**config.mk**
```make
export PLATFORM = sky130hd
export DESIGN_NAME = apuTop
export DESIGN_NICKNAME = d
export VERILOG_FILES = /design/src/verilog/apuPkg.sv /design/src/verilog/apuRegDecode.sv /design/src/verilog/busArbiter.sv /design/src/verilog/spriteDma.sv /design/src/verilog/apuRegFile.sv /design/src/verilog/apuTop.sv
export SDC_FILE = /design/constraint.sdc
export NUM_CORES = 1
export LEC_CHECK = 0
export ABC_CLOCK_PERIOD_IN_PS = 4000
export BUFFER_PORTS_ARGS = -buffer_cell sky130_fd_sc_hd__buf_2
export CAP_MARGIN = 15
export CELL_PAD_IN_SITES_DETAIL_PLACEMENT = 2
export CELL_PAD_IN_SITES_GLOBAL_PLACEMENT = 2
export CORE_ASPECT_RATIO = 2
export CORE_MARGIN = 2
export CORE_UTILIZATION = 32
export CTS_BUF_LIST = sky130_fd_sc_hd__clkbuf_8 sky130_fd_sc_hd__clkbuf_16
export DETAILED_ROUTE_END_ITERATION = 7
export PLACE_DENSITY = 0.88
export SETUP_SLACK_MARGIN = 0.5
export SLEW_MARGIN = 20
export SYNTH_ARGS = -nofsm -noshare
export SYNTH_HDL_FRONTEND = slang
export SYNTH_SLANG_ARGS = --single-unit
```
**constraint.sdc**
```tcl
create_clock -name phi0 -period 4 [get_ports phi0]
set_clock_uncertainty 0.2 [all_clocks]
set_input_delay 0 -clock phi0 [delete_from_list [all_inputs] [get_ports phi0]]
set_output_delay 0 -clock phi0 [all_outputs]
set_load 0.01 [all_outputs]
```
**src/verilog/apuPkg.sv**
```systemverilog
`default_nettype none

package apuPkg;

	// ************************************************************
	// address map.
	// ************************************************************

	localparam logic [15:0] apuWindowBase = 16'h4000;	// 0x4000..0x401F.
	localparam logic [15:0] oamDataAddr = 16'h2004;	// sprite data port.
	localparam int chanRegCount = 20;	// 0x4000..0x4013.

	// register offsets within the window, low 5 address bits.
	typedef enum logic [4:0] {
		selPulse1Ctrl  = 5'h00,
		selPulse1Sweep = 5'h01,
		selPulse1Lo    = 5'h02,
		selPulse1Hi    = 5'h03,
		selPulse2Ctrl  = 5'h04,
		selPulse2Sweep = 5'h05,
		selPulse2Lo    = 5'h06,
		selPulse2Hi    = 5'h07,
		selTriCtrl     = 5'h08,
		selTriUnused   = 5'h09,
		selTriLo       = 5'h0A,
		selTriHi       = 5'h0B,
		selNoiseCtrl   = 5'h0C,
		selNoiseUnused = 5'h0D,
		selNoiseLo     = 5'h0E,
		selNoiseHi     = 5'h0F,
		selDmcCtrl     = 5'h10,
		selDmcLoad     = 5'h11,
		selDmcAddr     = 5'h12,
		selDmcLength   = 5'h13,
		selSpriteDma   = 5'h14,
		selStatus      = 5'h15,
		selJoy1        = 5'h16,
		selJoy2        = 5'h17,
		selDbgA        = 5'h18,	// debug only.
		selDbgB        = 5'h19,	// debug only.
		selDbgC        = 5'h1A	// debug only.
	} regSel;

	typedef enum logic [1:0] {
		dmaIdle  = 2'd0,
		dmaRead  = 2'd1,
		dmaWrite = 2'd2
	} dmaState;

endpackage

`default_nettype wire

```
**src/verilog/apuRegDecode.sv**
```systemverilog
`timescale 1ns/1ns
`default_nettype none

module apuRegDecode (
	input logic busValid,
	input logic busRnW,
	input logic [15:0] busAddr,
	input logic dbg,
	output apuPkg::regSel regSel,
	output logic regWr,
	output logic regRd,
	output logic rdHit
);

	logic inWindow;
	logic wrCycle;
	logic rdCycle;
	logic chanHit;

	// ************************************************************
	// window check on the upper address bits.
	// ************************************************************

	assign inWindow = busValid && (busAddr[15:5] == apuPkg::apuWindowBase[15:5]);
	assign wrCycle = inWindow && !busRnW;
	assign rdCycle = inWindow && busRnW;

	// the low 5 bits pick the register, like the PLA inputs.
	assign regSel = apuPkg::regSel'(busAddr[4:0]);
	assign chanHit = busAddr[4:0] < 5'(apuPkg::chanRegCount);

	// ************************************************************
	// strobe generation.
	// ************************************************************

	always_comb begin
		regWr = 1'b0;
		regRd = 1'b0;
		rdHit = 1'b0;
		case (regSel)
			apuPkg::selSpriteDma: begin
				regWr = wrCycle;	// starts the sprite DMA.
			end
			apuPkg::selStatus: begin
				regWr = wrCycle;
				regRd = rdCycle;
				rdHit = rdCycle;	// enable bits come from the register file.
			end
			apuPkg::selJoy1,
			apuPkg::selJoy2: begin
				// controller data itself comes from the bus.
				regWr = wrCycle;
				regRd = rdCycle;
			end
			apuPkg::selDbgA,
			apuPkg::selDbgB: begin
				regRd = rdCycle && dbg;	// read only, debug pin required.
				rdHit = rdCycle && dbg;
			end
			apuPkg::selDbgC: begin
				regWr = wrCycle && dbg;
				regRd = rdCycle && dbg;
				rdHit = rdCycle && dbg;
			end
			default: begin
				// channel registers are write only.
				regWr = wrCycle && chanHit;
			end
		endcase
	end

endmodule

`default_nettype wire

```
**src/verilog/busArbiter.sv**
```systemverilog
`timescale 1ns/1ns
`default_nettype none

module busArbiter (
	input logic phi0,
	input logic cpuValid,
	input logic cpuRnW,
	input logic [15:0] cpuAddr,
	input logic [7:0] cpuWrData,
	output logic cpuRdy,
	output logic [7:0] cpuRdData,
	input logic dmaReq,
	input logic dmaRnW,
	input logic [15:0] dmaAddr,
	input logic [7:0] dmaWrData,
	output logic [7:0] dmaRdData,
	input logic [7:0] apuRdData,
	input logic rdHit,
	input logic [7:0] busRdData,
	output logic busValid,
	output logic busRnW,
	output logic [15:0] busAddr,
	output logic [7:0] busWrData
);

	logic [7:0] rdData;
	logic [7:0] wrData;
	logic [7:0] dataHold;	// last value seen on the data lines.

	// the DMA always wins, the CPU stalls while it owns the bus.
	assign cpuRdy = !dmaReq;

	assign busValid = dmaReq || cpuValid;
	assign busRnW = dmaReq ? dmaRnW : cpuRnW;
	assign busAddr = dmaReq ? dmaAddr : cpuAddr;
	assign wrData = dmaReq ? dmaWrData : cpuWrData;

	// nobody drives the data lines on a read, so they keep their charge.
	assign busWrData = busRnW ? dataHold : wrData;

	assign rdData = rdHit ? apuRdData : busRdData;	// APU registers or memory.
	assign cpuRdData = rdData;
	assign dmaRdData = rdData;

	always_ff @(posedge phi0) begin
		if (busValid) begin
			dataHold <= busRnW ? rdData : wrData;
		end
	end

endmodule

`default_nettype wire

```
**src/verilog/spriteDma.sv**
```systemverilog
`timescale 1ns/1ns
`default_nettype none

module spriteDma (
	input logic phi0,
	input logic rstN,
	input logic dmaStart,
	input logic [7:0] dmaPage,
	output logic dmaReq,
	output logic dmaRnW,
	output logic [15:0] dmaAddr,
	output logic [7:0] dmaWrData,
	input logic [7:0] dmaRdData
);

	apuPkg::dmaState state;
	logic [7:0] byteCnt;	// index within the page.
	logic [7:0] dataLatch;	// byte carried from read to write.

	// ************************************************************
	// state machine, one read then one write per byte.
	// ************************************************************

	always_ff @(posedge phi0) begin
		if (!rstN) begin
			state <= apuPkg::dmaIdle;
			byteCnt <= 8'd0;
		end else begin
			case (state)
				apuPkg::dmaIdle: begin
					if (dmaStart) begin
						state <= apuPkg::dmaRead;
						byteCnt <= 8'd0;
					end
				end
				apuPkg::dmaRead: begin
					state <= apuPkg::dmaWrite;
				end
				apuPkg::dmaWrite: begin
					byteCnt <= byteCnt + 8'd1;
					if (byteCnt == 8'hFF) begin
						state <= apuPkg::dmaIdle;	// whole page moved.
					end else begin
						state <= apuPkg::dmaRead;
					end
				end
				default: begin
					state <= apuPkg::dmaIdle;
				end
			endcase
		end
	end

	// the page register stays stable while the CPU is stalled.
	always_ff @(posedge phi0) begin
		if (state == apuPkg::dmaRead) begin
			dataLatch <= dmaRdData;
		end
	end

	// ************************************************************
	// bus request.
	// ************************************************************

	assign dmaReq = (state != apuPkg::dmaIdle);
	assign dmaRnW = (state != apuPkg::dmaWrite);
	assign dmaAddr = (state == apuPkg::dmaWrite) ? apuPkg::oamDataAddr : {dmaPage, byteCnt};
	assign dmaWrData = dataLatch;

endmodule

`default_nettype wire

```
**src/verilog/apuRegFile.sv**
```systemverilog
`timescale 1ns/1ns
`default_nettype none

module apuRegFile (
	input logic phi0,
	input logic rstN,
	input apuPkg::regSel regSel,
	input logic regWr,
	input logic regRd,
	input logic [7:0] busWrData,
	output logic [apuPkg::chanRegCount*8-1:0] chanRegs,
	output logic [4:0] statusEn,
	output logic joyStrobe,
	output logic joyRd1,
	output logic joyRd2,
	output logic dmaStart,
	output logic [7:0] dmaPage,
	output logic [7:0] apuRdData
);

	logic [7:0] dbgLatch;
	logic chanWr;

	assign chanWr = regWr && (regSel < 5'(apuPkg::chanRegCount));

	// ************************************************************
	// register writes.
	// ************************************************************

	always_ff @(posedge phi0) begin
		if (!rstN) begin
			chanRegs <= '0;
			statusEn <= 5'd0;
			joyStrobe <= 1'b0;
			dmaPage <= 8'd0;
			dbgLatch <= 8'd0;
		end else if (regWr) begin
			if (chanWr) begin
				chanRegs[{regSel, 3'b000} +: 8] <= busWrData;	// byte k is offset k.
			end
			case (regSel)
				apuPkg::selSpriteDma: dmaPage <= busWrData;
				apuPkg::selStatus: statusEn <= busWrData[4:0];
				apuPkg::selJoy1: joyStrobe <= busWrData[0];
				apuPkg::selDbgC: dbgLatch <= busWrData;
				default: ;	// 0x17 frame counter is not modelled.
			endcase
		end
	end

	assign dmaStart = regWr && (regSel == apuPkg::selSpriteDma);

	// controller port read pulses.
	assign joyRd1 = regRd && (regSel == apuPkg::selJoy1);
	assign joyRd2 = regRd && (regSel == apuPkg::selJoy2);

	// ************************************************************
	// read data.
	// ************************************************************

	always_comb begin
		apuRdData = 8'h00;
		if (regRd) begin
			case (regSel)
				apuPkg::selStatus: apuRdData = {3'b000, statusEn};
				apuPkg::selDbgA: apuRdData = {joyStrobe, 2'b00, statusEn};
				apuPkg::selDbgB: apuRdData = dmaPage;	// last DMA page.
				apuPkg::selDbgC: apuRdData = dbgLatch;
				default: apuRdData = 8'h00;
			endcase
		end
	end

endmodule

`default_nettype wire

```
**src/verilog/apuTop.sv**
```systemverilog
`timescale 1ns/1ns
`default_nettype none

module apuTop (
	input logic phi0,
	input logic rstN,
	input logic cpuValid,
	input logic cpuRnW,
	input logic [15:0] cpuAddr,
	input logic [7:0] cpuWrData,
	output logic cpuRdy,
	output logic [7:0] cpuRdData,
	output logic busValid,
	output logic busRnW,
	output logic [15:0] busAddr,
	output logic [7:0] busWrData,
	input logic [7:0] busRdData,
	input logic dbg,
	output logic [apuPkg::chanRegCount*8-1:0] chanRegs,
	output logic [4:0] statusEn,
	output logic joyStrobe,
	output logic joyRd1,
	output logic joyRd2
);

	// DMA master.
	logic dmaReq;
	logic dmaRnW;
	logic [15:0] dmaAddr;
	logic [7:0] dmaWrData;
	logic [7:0] dmaRdData;
	logic dmaStart;
	logic [7:0] dmaPage;

	// register decode.
	apuPkg::regSel regSel;
	logic regWr;
	logic regRd;
	logic rdHit;
	logic [7:0] apuRdData;

	busArbiter u_busArbiter (
		.phi0(phi0),
		.cpuValid(cpuValid),
		.cpuRnW(cpuRnW),
		.cpuAddr(cpuAddr),
		.cpuWrData(cpuWrData),
		.cpuRdy(cpuRdy),
		.cpuRdData(cpuRdData),
		.dmaReq(dmaReq),
		.dmaRnW(dmaRnW),
		.dmaAddr(dmaAddr),
		.dmaWrData(dmaWrData),
		.dmaRdData(dmaRdData),
		.apuRdData(apuRdData),
		.rdHit(rdHit),
		.busRdData(busRdData),
		.busValid(busValid),
		.busRnW(busRnW),
		.busAddr(busAddr),
		.busWrData(busWrData)
	);

	spriteDma u_spriteDma (
		.phi0(phi0),
		.rstN(rstN),
		.dmaStart(dmaStart),
		.dmaPage(dmaPage),
		.dmaReq(dmaReq),
		.dmaRnW(dmaRnW),
		.dmaAddr(dmaAddr),
		.dmaWrData(dmaWrData),
		.dmaRdData(dmaRdData)
	);

	apuRegDecode u_apuRegDecode (
		.busValid(busValid),
		.busRnW(busRnW),
		.busAddr(busAddr),
		.dbg(dbg),
		.regSel(regSel),
		.regWr(regWr),
		.regRd(regRd),
		.rdHit(rdHit)
	);

	apuRegFile u_apuRegFile (
		.phi0(phi0),
		.rstN(rstN),
		.regSel(regSel),
		.regWr(regWr),
		.regRd(regRd),
		.busWrData(busWrData),
		.chanRegs(chanRegs),
		.statusEn(statusEn),
		.joyStrobe(joyStrobe),
		.joyRd1(joyRd1),
		.joyRd2(joyRd2),
		.dmaStart(dmaStart),
		.dmaPage(dmaPage),
		.apuRdData(apuRdData)
	);

endmodule

`default_nettype wire

```
# After elaboration in Yosys (flattened, before gate mapping)
# Index checks and enable logic that the tools add are counted.
# totals
input_bits	37
reg_bits	208
wordCells	71
output_inout_bits	203
# classes
n_shift	2
n_lt_le_gt_ge	1
reduce_logical	26
add_sub_neg	2
eq_ne	13
n_mux	18
# op_table
operator	n
bitwise mux 160 bit	1
variable shift 8 x 10 -> 160 bit (first input constant)	1
indexed part select 8 x 10 -> 160 bit	1
2-to-1 mux 8 bit	6
== test 5 bit (second input constant)	7
2-to-1 mux 16 bit	2
one-hot mux 8 bit (4 select lines)	1
one-hot mux 8 bit (2 select lines)	1
AND reduction 2 bit	6
== test 11 x 10 -> 1 bit (second input constant)	1
logical AND 1 bit	10
negation 8 -> 10 bit	1
adder 8 x 1 -> 8 bit (second input constant)	1
== test 8 bit (second input constant)	1
one-hot mux 2 bit (3 select lines)	1
OR reduction 3 bit	2
< comparator 5 bit (second input constant)	1
!= test 2 bit (second input constant)	2
one-hot mux 1 bit (2 select lines)	2
nonzero test 2 bit	2
OR reduction 4 bit	1
one-hot mux 1 bit (3 select lines)	1
== test 2 x 1 -> 1 bit (second input constant)	1
== test 2 bit (second input constant)	1
other kinds (6)	8

# Longest topological paths before layout
# Gate-level depths: netlist of run 1.
# logic_depth
ltp_word	11
depth_mapped	15
mapped_depth_nobuf	10

# By module
# A second synthesis of run 1 with hierarchy kept.
# hier_totals
cells_unflattened	961
hier_area_um2	9166.3
# modules_own_cells
module	seq_area_each_um2	cells_per_inst	instances	area_per_inst_um2
apuRegFile	3643.5	771	1	7220.7
busArbiter	240.2	89	1	943.4
spriteDma	440.4	81	1	825.8
apuRegDecode	0.0	20	1	176.4

# Worst setup path before layout of run 1
# No wires, ideal clock.
# synth_path
path_kind	register -> register
start	reg u_spriteDma.state[0]
end	reg u_busArbiter.dataHold[6], data pin
t_required_ns	3.546
slack_ns	0.350
period_less_slack_ns	3.650
arrival_ns	3.195
path_buffers	5
setup_time_ns	0.254
stages_incl_launch_ff	13
cell_sequence	dfxtp_1 -> buf_6 -> buf_2 -> buf_2 -> clkbuf_1 -> a22o_1 -> inv_1 -> ha_1 -> clkbuf_1 -> o311a_1 -> o211ai_2 -> mux2_2 -> o21a_1
# synth_between
word_cells_on_any_way	26
classes_between	eq/ne (9); mux (10); reduce/logical (7)
# synth_lines
element	line	text
start: declaration	spriteDma.sv:16	apuPkg::dmaState state;
start signal: assignment	spriteDma.sv:26	state <= apuPkg::dmaIdle;
start signal: assignment	spriteDma.sv:32	state <= apuPkg::dmaRead;
start signal: assignment	spriteDma.sv:37	state <= apuPkg::dmaWrite;
== test 2 bit	spriteDma.sv:67	assign dmaAddr = (state == apuPkg::dmaWrite) ? apuPkg::oamDataAddr : {dmaPage, byteCnt};
2-to-1 mux 16 bit	spriteDma.sv:67	
2-to-1 mux 16 bit *	busArbiter.sv:35	assign busAddr = dmaReq ? dmaAddr : cpuAddr;
named net busAddr[1]	apuTop.sv:15	output logic [15:0] busAddr,
== test 5 bit (on tied branches)	apuRegDecode.sv:40, apuRegFile.sv:64	
OR reduction 3 bit (no source line)	--	
one-hot mux 1 bit (2 select lines)	apuRegDecode.sv:40	case (regSel)
2-to-1 mux 8 bit	apuRegFile.sv:63	if (regRd) begin
2-to-1 mux 8 bit *	busArbiter.sv:41	assign rdData = rdHit ? apuRdData : busRdData;
named net cpuRdData[6]	apuTop.sv:12	output logic [7:0] cpuRdData,
2-to-1 mux 8 bit *	busArbiter.sv:47	dataHold <= busRnW ? rdData : wrData;
end signal: assignment	busArbiter.sv:47	
end: declaration	busArbiter.sv:28	logic [7:0] dataHold;
# Mark *: on every way through the listed nets, which the timed path passes. The rest lies on a longest branch.
# A chain may end at the register's enable or synchronous reset.

# Worst setup path after layout of run 1
# layout_path
start	reg u_spriteDma.state[0]
end	reg u_apuRegFile.chanRegs[36] in the netlist's numbering
# layout_between
elab_chain_cells	10
word_cells_on_any_way	32
classes_between	add/sub (1); order compare (1); eq/ne (10); shift (2); mux (7); reduce/logical (11)
# layout_lines
element	line	text
parallel branches: the longest is 10 deep, another holds negation 8 -> 10 bit	--	
end signal: indexed assignment	apuRegFile.sv:39	chanRegs[{regSel, 3'b000} +: 8] <= busWrData;
end: declaration	apuRegFile.sv:11	output logic [apuPkg::chanRegCount*8-1:0] chanRegs,
# Several ways; the timed one is not identified.

==> summary.txt, run 1 <==
status: complete, no violations
Pre-antenna DRT Iters: 5
Setup crit start: u_spriteDma.state[0]$_SDFFE_PN0P_
Critical Path RT: 4.17 ns
Yosys cell types: 80
reg2reg start: u_spriteDma.state[0]$_SDFFE_PN0P_
Routed WL: 40770 µm
Crit path max-delay family: simple AND/OR/NAND/NOR gates
post-route ant nets: 0
Setup Viol. Count Final: 0
minimum clock period after layout: 3.411 ns
Vias per Instance: 5.596
ranking of synthesized cells by area: dfxtp_1 (41%), mux2i_1 (13%), nand2_1 (7.1%)
Rel. slew slack: 33.19%
I/O Pins: 240
CP Capture Type: flip-flop
Final Power: 0.004526 W
# fillers: 3154
CTS Root Cell: clkbuf_16
Rows: 89
Routed wire per std cell: 24.93 µm
share of layout cells above drive strength 1: 29.92%
FMAX: 293.1 MHz
grt total ovfl: 0
Avg Cell Area, Syn: 9.253 µm²
reg2reg path depth: 8
Hold Crit Class: in -> reg
CTS tree: yes
pins over their slew limit: 0
Mapped Cells: 1022
Critical Path AT: 3.58 ns
gpl congestion: 0.8814
Vias: 9150
Top FF cell, synth: dfxtp_1
Total GRT Usage: 25.16%
final cell count without fillers: 1635
crit-path max cell delay: 0.62 ns
R2R setup slack: 0.59 ns
Layout area overhead: 27.84%
clk_lat worst skew: 0.52 ns
Synth warnings: 0
post-synth top area cell: dfxtp_1
min-delay src: cpuValid
clk sink count: 208
worst-path cell chain: buf_4 -> buf_4 -> nand2_1 -> o22ai_4 -> and4_1 -> nand3_2 -> o21ai_0 -> a21oi_1
Synth async-reset ratio: 0%
unrepaired setup endpoints after global routing: yes
reg-to-reg critical path endpoint: u_apuRegFile.chanRegs[36]$_SDFFE_PN0P_
Max H-tree Level: 1
final hold viol count: 0
layout net count: 1297
initial core utilization: 32.29%
I/O Buffers: 239
first-pass GRT wire length: 61290 µm
CP bufs+invs: 2
Leak: 5.145 nW
Clock Pin Slew Worst Setup and Hold Paths: 0.07 ns
largest net degree at the start of global routing: 84
Die Wd: 125.6 µm
Crit Path Category: reg -> reg
Syn Nets: 1064
Mapped Area: 9457 µm²
Pwr per Cell Area: 374.4 nW/µm²
Final period util: 85.29%
share of the synthesized area in the top cell type: 40.65%
end of the worst hold path: u_busArbiter.dataHold[1]$_DFFE_PN_
clock buffer depth: 3
Seq cells post-synth: 208
Die H: 247.1 µm
worst-margin pin slew: 1.000 ns
Core Region: 29290 µm²
TritonCTS Buffers: 21
post-placement cell count: 1574
Most common cell on crit path: buf_4
DRT iter0 DRCs: 636
total negative slack: 0 ns
CP startpoint kind: flip-flop
CP max FO: 28
register area share after synthesis: 45.73%
VDD IR-drop max: 309.6 µV
die area: 31030 µm²
# DRC: 0
max_cap viols: 0
vias in the first global route: 10090
slowest stage cell, crit path: and4_1
Hold Path Stages: 2
Post-synth EDFFs: 16
post-detail-place hpwl: 27690 µm
initial antenna violation count: 1
## through the flow
stage | utilization [%] | setup slack [ns] | area [µm²] | hold WS [ns]
after global placement | 37.54 | 0.5009 | 11000 | 0.1053
after detailed placement | 37.54 | 0.1607 | 11000 | 0.09884
after floorplan | - | 0.5405 | 9468 | -0.08488
after CTS | 40.67 | 0.5014 | 11910 | 0.001932
final | 41.28 | 0.5886 | 12090 | 0.02659
after global routing | 41.28 | 0.4246 | 12090 | 0.03166
## synth_stat cells, types with 3 or more instances
library cell and number:
nor2_1 39, dfxtp_1 192, a22oi_1 22, o31ai_1 5
nand4_1 4, nor4_1 11, buf_2 20, inv_1 8
nand3_2 3, nand2b_1 7, a22o_1 24, o21a_1 11
a21oi_1 41, a31o_1 8, and4_1 5, nor2b_1 4
and3_1 15, nand2_1 180, nor3_1 9, clkbuf_1 45
or3_1 5, nor3_2 3, mux2i_1 126, buf_6 4
o21ai_0 48, o21ai_1 11, edfxtp_1 16, ha_1 5
o22ai_1 6, inv_2 3, and2_1 5, buf_4 11
nand3_1 65
## how the worst max path moves through the flow
stage,to,slack [ns],depth (start not counted)
finish,u_apuRegFile.chanRegs[36]$_SDFFE_PN0P_,0.59,8
floorplan,u_busArbiter.dataHold[6]$_DFFE_PN_,0.54,12
global route,u_apuRegFile.chanRegs[110]$_SDFFE_PN0P_,0.42,10
global placement,u_apuRegFile.chanRegs[141]$_SDFFE_PN0P_,0.50,10
CTS,cpuRdData[5],0.50,8
detailed placement,u_apuRegFile.chanRegs[78]$_SDFFE_PN0P_,0.16,10
## report_power, final
| group | internal (W) | switching, W |
|---|---|---|
| Sequential | 0.00210 | 0.00000368 |
| Combinational | 0.000120 | 0.000285 |
| Clock | 0.00111 | 0.000906 |
## per-layer routing
metal | global-route usage (%) | share of wire [%]
met5 | 0 | 0
met4 | 12.03 | 4.2
met3 | 4.262 | 5.8
met2 | 44.96 | 51
met1 | 28.87 | 39
## repair_timing
action,4_1_cts,5_1_grt
gates resized for setup,12,26
gates cloned,0,0
pin swaps,1,2
endpoints found under the setup margin,87,132
endpoints found under the hold margin,58,0
hold buffers,19,0
buffers inserted,0,3
## cells by family after synthesis
| group | count (synthesis) | synth area share (%) |
|---|---|---|
| simple gates | 374 | 19.17 |
| flops | 208 | 45.73 |
| compound gates | 207 | 15.43 |
| mux | 128 | 13.58 |
| buf+inv | 95 | 4.816 |
| xor+xnor | 5 | 0.6219 |
| fa+ha+maj | 5 | 0.6616 |
## state kept, by name, summed over array words and instances (netlist names)
register	cells
u_apuRegFile.statusEn	5
u_spriteDma.state	2
u_spriteDma.dmaWrData	8
u_apuRegFile.dbgLatch	8
u_spriteDma.byteCnt	8
u_apuRegFile.dmaPage	8
u_apuRegFile.chanRegs	160
u_busArbiter.dataHold	8
u_apuRegFile.joyStrobe	1
## cell type report
cell class / instances / area, µm² / area share (%)
flip-flops and latches: 208 / 4330 / 35.82
clock buffers: 24 / 578.1 / 4.782
inverters: 11 / 42.54 / 0.3519
multi-input cells: 719 / 4888 / 40.44
clock inverters: 14 / 107.6 / 0.8901
diodes: 1 / 2.502 / 0.02070
repair buffers: 294 / 1684 / 13.93
well taps: 364 / 455.4 / 3.767
## placed cells by master (no fill, tap or decap), types with 19 or more instances in the layout
| cell | synthesis | final |
|---|---|---|
| a21oi_1 | 41 | 41 |
| a22o_1 | 24 | 20 |
| a22oi_1 | 22 | 22 |
| buf_2 | 20 | 238 |
| buf_4 | 11 | 35 |
| clkbuf_16 | 0 | 22 |
| dfxtp_1 | 192 | 189 |
| dlygate4sd3_1 | 0 | 19 |
| mux2i_1 | 126 | 126 |
| nand2_1 | 180 | 180 |
| nand3_1 | 65 | 64 |
| nor2_1 | 39 | 38 |
| o21ai_0 | 48 | 48 |
Note: power is estimated with default switching activity, not from simulation.
==> run 2, diff against run 1 <==
--- a/config.mk
+++ b/config.mk
@@ -20,4 +20,5 @@
 export SLEW_MARGIN = 20
 export SYNTH_ARGS = -nofsm -noshare
 export SYNTH_HDL_FRONTEND = slang
+export SYNTH_HIERARCHICAL = 1
 export SYNTH_SLANG_ARGS = --single-unit
==> run 2 against run 1 <==
  * Combinational power decreased by 5.4%
  * Die area fell by 3.0%
  * Global-route usage decreased by 0.80 points
  * Worst setup slack got worse by 0.22 ns
  * Clock power down 3%
  * First-iteration DRC count down 45%
  * Via count fell by 6.6%
  * Critical path type unchanged
  * Largest cell class unchanged
==> summary.txt, run 2 <==
DRT iter0 DRCs: 349 (-45%)
Layout area overhead: 39.00%
reg-to-reg critical path endpoint: u_apuRegFile/chanRegs[140]$_SDFFE_PN0P_
share of layout cells above drive strength 1: 41.90% (+12 points)
Max H-tree Level: 1 (unchanged)
VDD IR-drop max: 275.2 µV (-11%)
Biggest register: u_apuRegFile/chanRegs
reg2reg start: u_spriteDma/state[0]$_SDFFE_PN0P_
initial antenna violation count: 0 (-1)
unrepaired setup endpoints after global routing: yes
Clock Pin Slew Worst Setup and Hold Paths: 0.07 ns (about the same)
Post-synth EDFFs: 16 (unchanged)
Vias: 8543 (-6.6%)
post-placement cell count: 1504 (-4.4%)
FF+latch area: 4329 µm² (about the same)
first-pass GRT wire length: 55700 µm (-9.1%)
minimum clock period after layout: 3.633 ns (+0.2217 ns)
Pre-antenna DRT Iters: 5 (unchanged)
CP max FO: 12 (-57%)
max_cap viols: 0 (unchanged)
Routed wire per std cell: 25.07 µm (+0.56%)
final hold viol count: 0 (unchanged)
Mapped Area: 9166 µm² (-3.1%)
R2R setup slack: 0.37 ns (-0.22 ns)
die area: 30100 µm² (-3.0%)
Synth warnings: 6 (+6)
# fillers: 2975 (-5.7%)
gpl congestion: 0.8004 (-9.2%)
initial core utilization: 32.51% (+0.22 points)
Die H: 243.4 µm (-1.5%)
Hold Path Stages: 4 (+2)
Die Wd: 123.7 µm (-1.5%)
# diodes: 0 (-1)
final cell count without fillers: 1597 (-2.3%)
Pwr per Cell Area: 349.4 nW/µm² (-6.7%)
share of the synthesized area in the top cell type: 41.93% (+1.3 points)
top-count cell post-synth: dfxtp_1
CTS Root Cell: clkbuf_16
Critical Path RT: 4.21 ns (+0.04 ns)
CP Capture Type: flip-flop
layout net count: 1269 (-2.2%)
post-route ant nets: 0 (unchanged)
clock buffer depth: 3 (unchanged)
Rel. slew slack: 21.12% (-12 points)
Hold Crit Class: in -> reg
dpl ws: -0.2219 ns (-0.3826 ns)
pins over their slew limit: 0 (unchanged)
Rows: 87 (-2.2%)
Synth async-reset ratio: 0% (unchanged)
Mapped Cells: 961 (-6.0%)
vias in the first global route: 9367 (-7.1%)
I/O Pins: 240 (unchanged)
min-delay src: cpuRnW
Min Hold Slack: 0.02086 ns (-0.005725 ns)
Multi-input gate area: 5221 µm² (+6.8%)
Total GRT Usage: 24.36% (-0.80 points)
status: complete, no violations
Seq cells post-synth: 208 (unchanged)
ranking of synthesized cells by area: dfxtp_1 (42%), mux2i_1 (12%), nand3_1 (6.0%)
# DRC: 0 (unchanged)
post-synth top area cell: dfxtp_1
clk_lat worst skew: 0.53 ns (about the same)
clk sink count: 208 (unchanged)
reg2reg path depth: 14 (+6)
Setup crit start: u_spriteDma/state[0]$_SDFFE_PN0P_
post-detail-place hpwl: 26130 µm (-5.6%)
end of the worst hold path: u_busArbiter/dataHold[3]$_DFFE_PP_
Vias per Instance: 5.349 (-4.4%)
worst-margin pin slew: 1.181 ns (+0.1807 ns)
register area share after synthesis: 47.17% (+1.4 points)
max reg flops: 160 (unchanged)
CTS tree: yes
CP startpoint kind: flip-flop
largest net degree at the start of global routing: 81 (-3.6%)
Final Util: 45.19% (+3.9 points)
Crit Path Category: reg -> reg
TritonCTS Buffers: 21 (unchanged)
I/O Buffers: 239 (unchanged)
Syn Nets: 1003 (-5.7%)
commonest non-fill, non-tap cell in the layout: buf_2
Top FF cell, synth: dfxtp_1
Leak: 5.264 nW (+2.3%)
synth cell count leaders: dfxtp_1 (192), nand2_1 (134), nand3_1 (110)
post-route setup slack: 0.3669 ns (-0.2217 ns)
commonest non-fill, non-tap cells in the layout: buf_2 (236), dfxtp_1 (190), nand2_1 (127)
Routed WL: 40040 µm (-1.8%)
Yosys cell types: 71 (-11%)
Critical Path AT: 3.84 ns (+0.26 ns)
grt total ovfl: 0 (unchanged)
Final period util: 90.83% (+5.5 points)
Core Region: 28190 µm² (-3.7%)
Setup Viol. Count Final: 0 (unchanged)
FMAX: 275.2 MHz (-6.1%)
Avg Cell Area, Syn: 9.538 µm² (+3.1%)
==> run 2: cell types whose count changed in the layout (fill, tap and decap cells not counted), moves of 20 or more <==
cell,before,now
nand2_1,180,127
nand3_2,3,59
mux2i_1,126,92
nor2_1,38,12
o21ai_1,2,26
a22o_1,20,0
nor2b_1,4,31
a21boi_0,0,22
a21oi_1,41,3
==> run 2: what timing repair did <==
item	in CTS	in global routing
endpoints found under the setup margin	198	145
setup buffers	9	21
pin swaps	7	48
cloned	0	8
gates resized for setup	46	168
hold buffers	18	0
endpoints found under the hold margin	93	0
==> run 2: cell families after synthesis <==
| family | after synthesis | synth area share [%] |
|---|---|---|
| AND/OR/NAND/NOR | 373 | 22.11 |
| flip-flops | 208 | 47.17 |
| multiplexers | 125 | 14.00 |
| buffers and inverters | 104 | 5.924 |
| AO/OA/AOI/OAI | 143 | 9.815 |
| XOR/XNOR | 3 | 0.2867 |
| adder cells (fa/ha/maj) | 5 | 0.6825 |
==> run 2: through the flow <==
stage               TNS, ns  power, W  instance area, µm²
global route              0  0.004602               12740
CTS                       0  0.004457               11750
global placement          0  0.002465               10640
finish                    0  0.004452               12740
detailed placement   -7.086  0.002474               10640
floorplan                 0  0.002338                9223
==> run 2: power by group <==
group	total [W]	leakage (nW)	internal, W	switching (W)
Sequential	0.00211	1.70	0.00210	0.00000238
Combinational	0.000383	3.22	0.000128	0.000255
Clock	0.00196	0.343	0.00109	0.000873
==> run 2: how the worst max path moves through the flow <==
stage                     slack (ns)                                      end
after floorplan                 0.51      u_spriteDma/byteCnt[6]$_SDFFE_PN0P_
after global routing            0.24                             cpuRdData[3]
after detailed placement       -0.22  u_apuRegFile/chanRegs[101]$_SDFFE_PN0P_
after global placement          0.03  u_apuRegFile/chanRegs[100]$_SDFFE_PN0P_
final                           0.37  u_apuRegFile/chanRegs[140]$_SDFFE_PN0P_
after CTS                       0.47                             cpuRdData[1]
==> run 2: area by class of cell <==
cell class	instances	share of cell area, %
clock buffers	28	4.881
clock inverters	9	0.3830
inverters	23	0.7562
multi-input cells	656	40.98
flip-flops and latches	208	33.98
well taps	356	3.496
repair buffers	316	15.48
repair inverters	1	0.04910
==> run 2: metal layers <==
layer / vias up / track usage, % / part of all wire [%]
met5: - / 0 / 0
met4: 0 / 13.64 / 5.8
met3: 109 / 3.207 / 3.8
met2: 251 / 47.72 / 57
met1: 4312 / 23.19 / 33
li1: 3871 / - / -
==> run 2: worst max-delay path, cell delays in order (launching register included) <==
cell      delay (ns)
dfxtp_2         0.35
and2b_4         0.32
inv_8           0.06
and2_1          0.15
mux2_4          0.28
nor4_4          0.37
nand3_2         0.15
a311oi_4        0.45
o211ai_1        0.29
nor4_4          0.22
buf_6           0.25
buf_12          0.14
nand2_4         0.09
nand3_2         0.11
o21ai_0         0.08
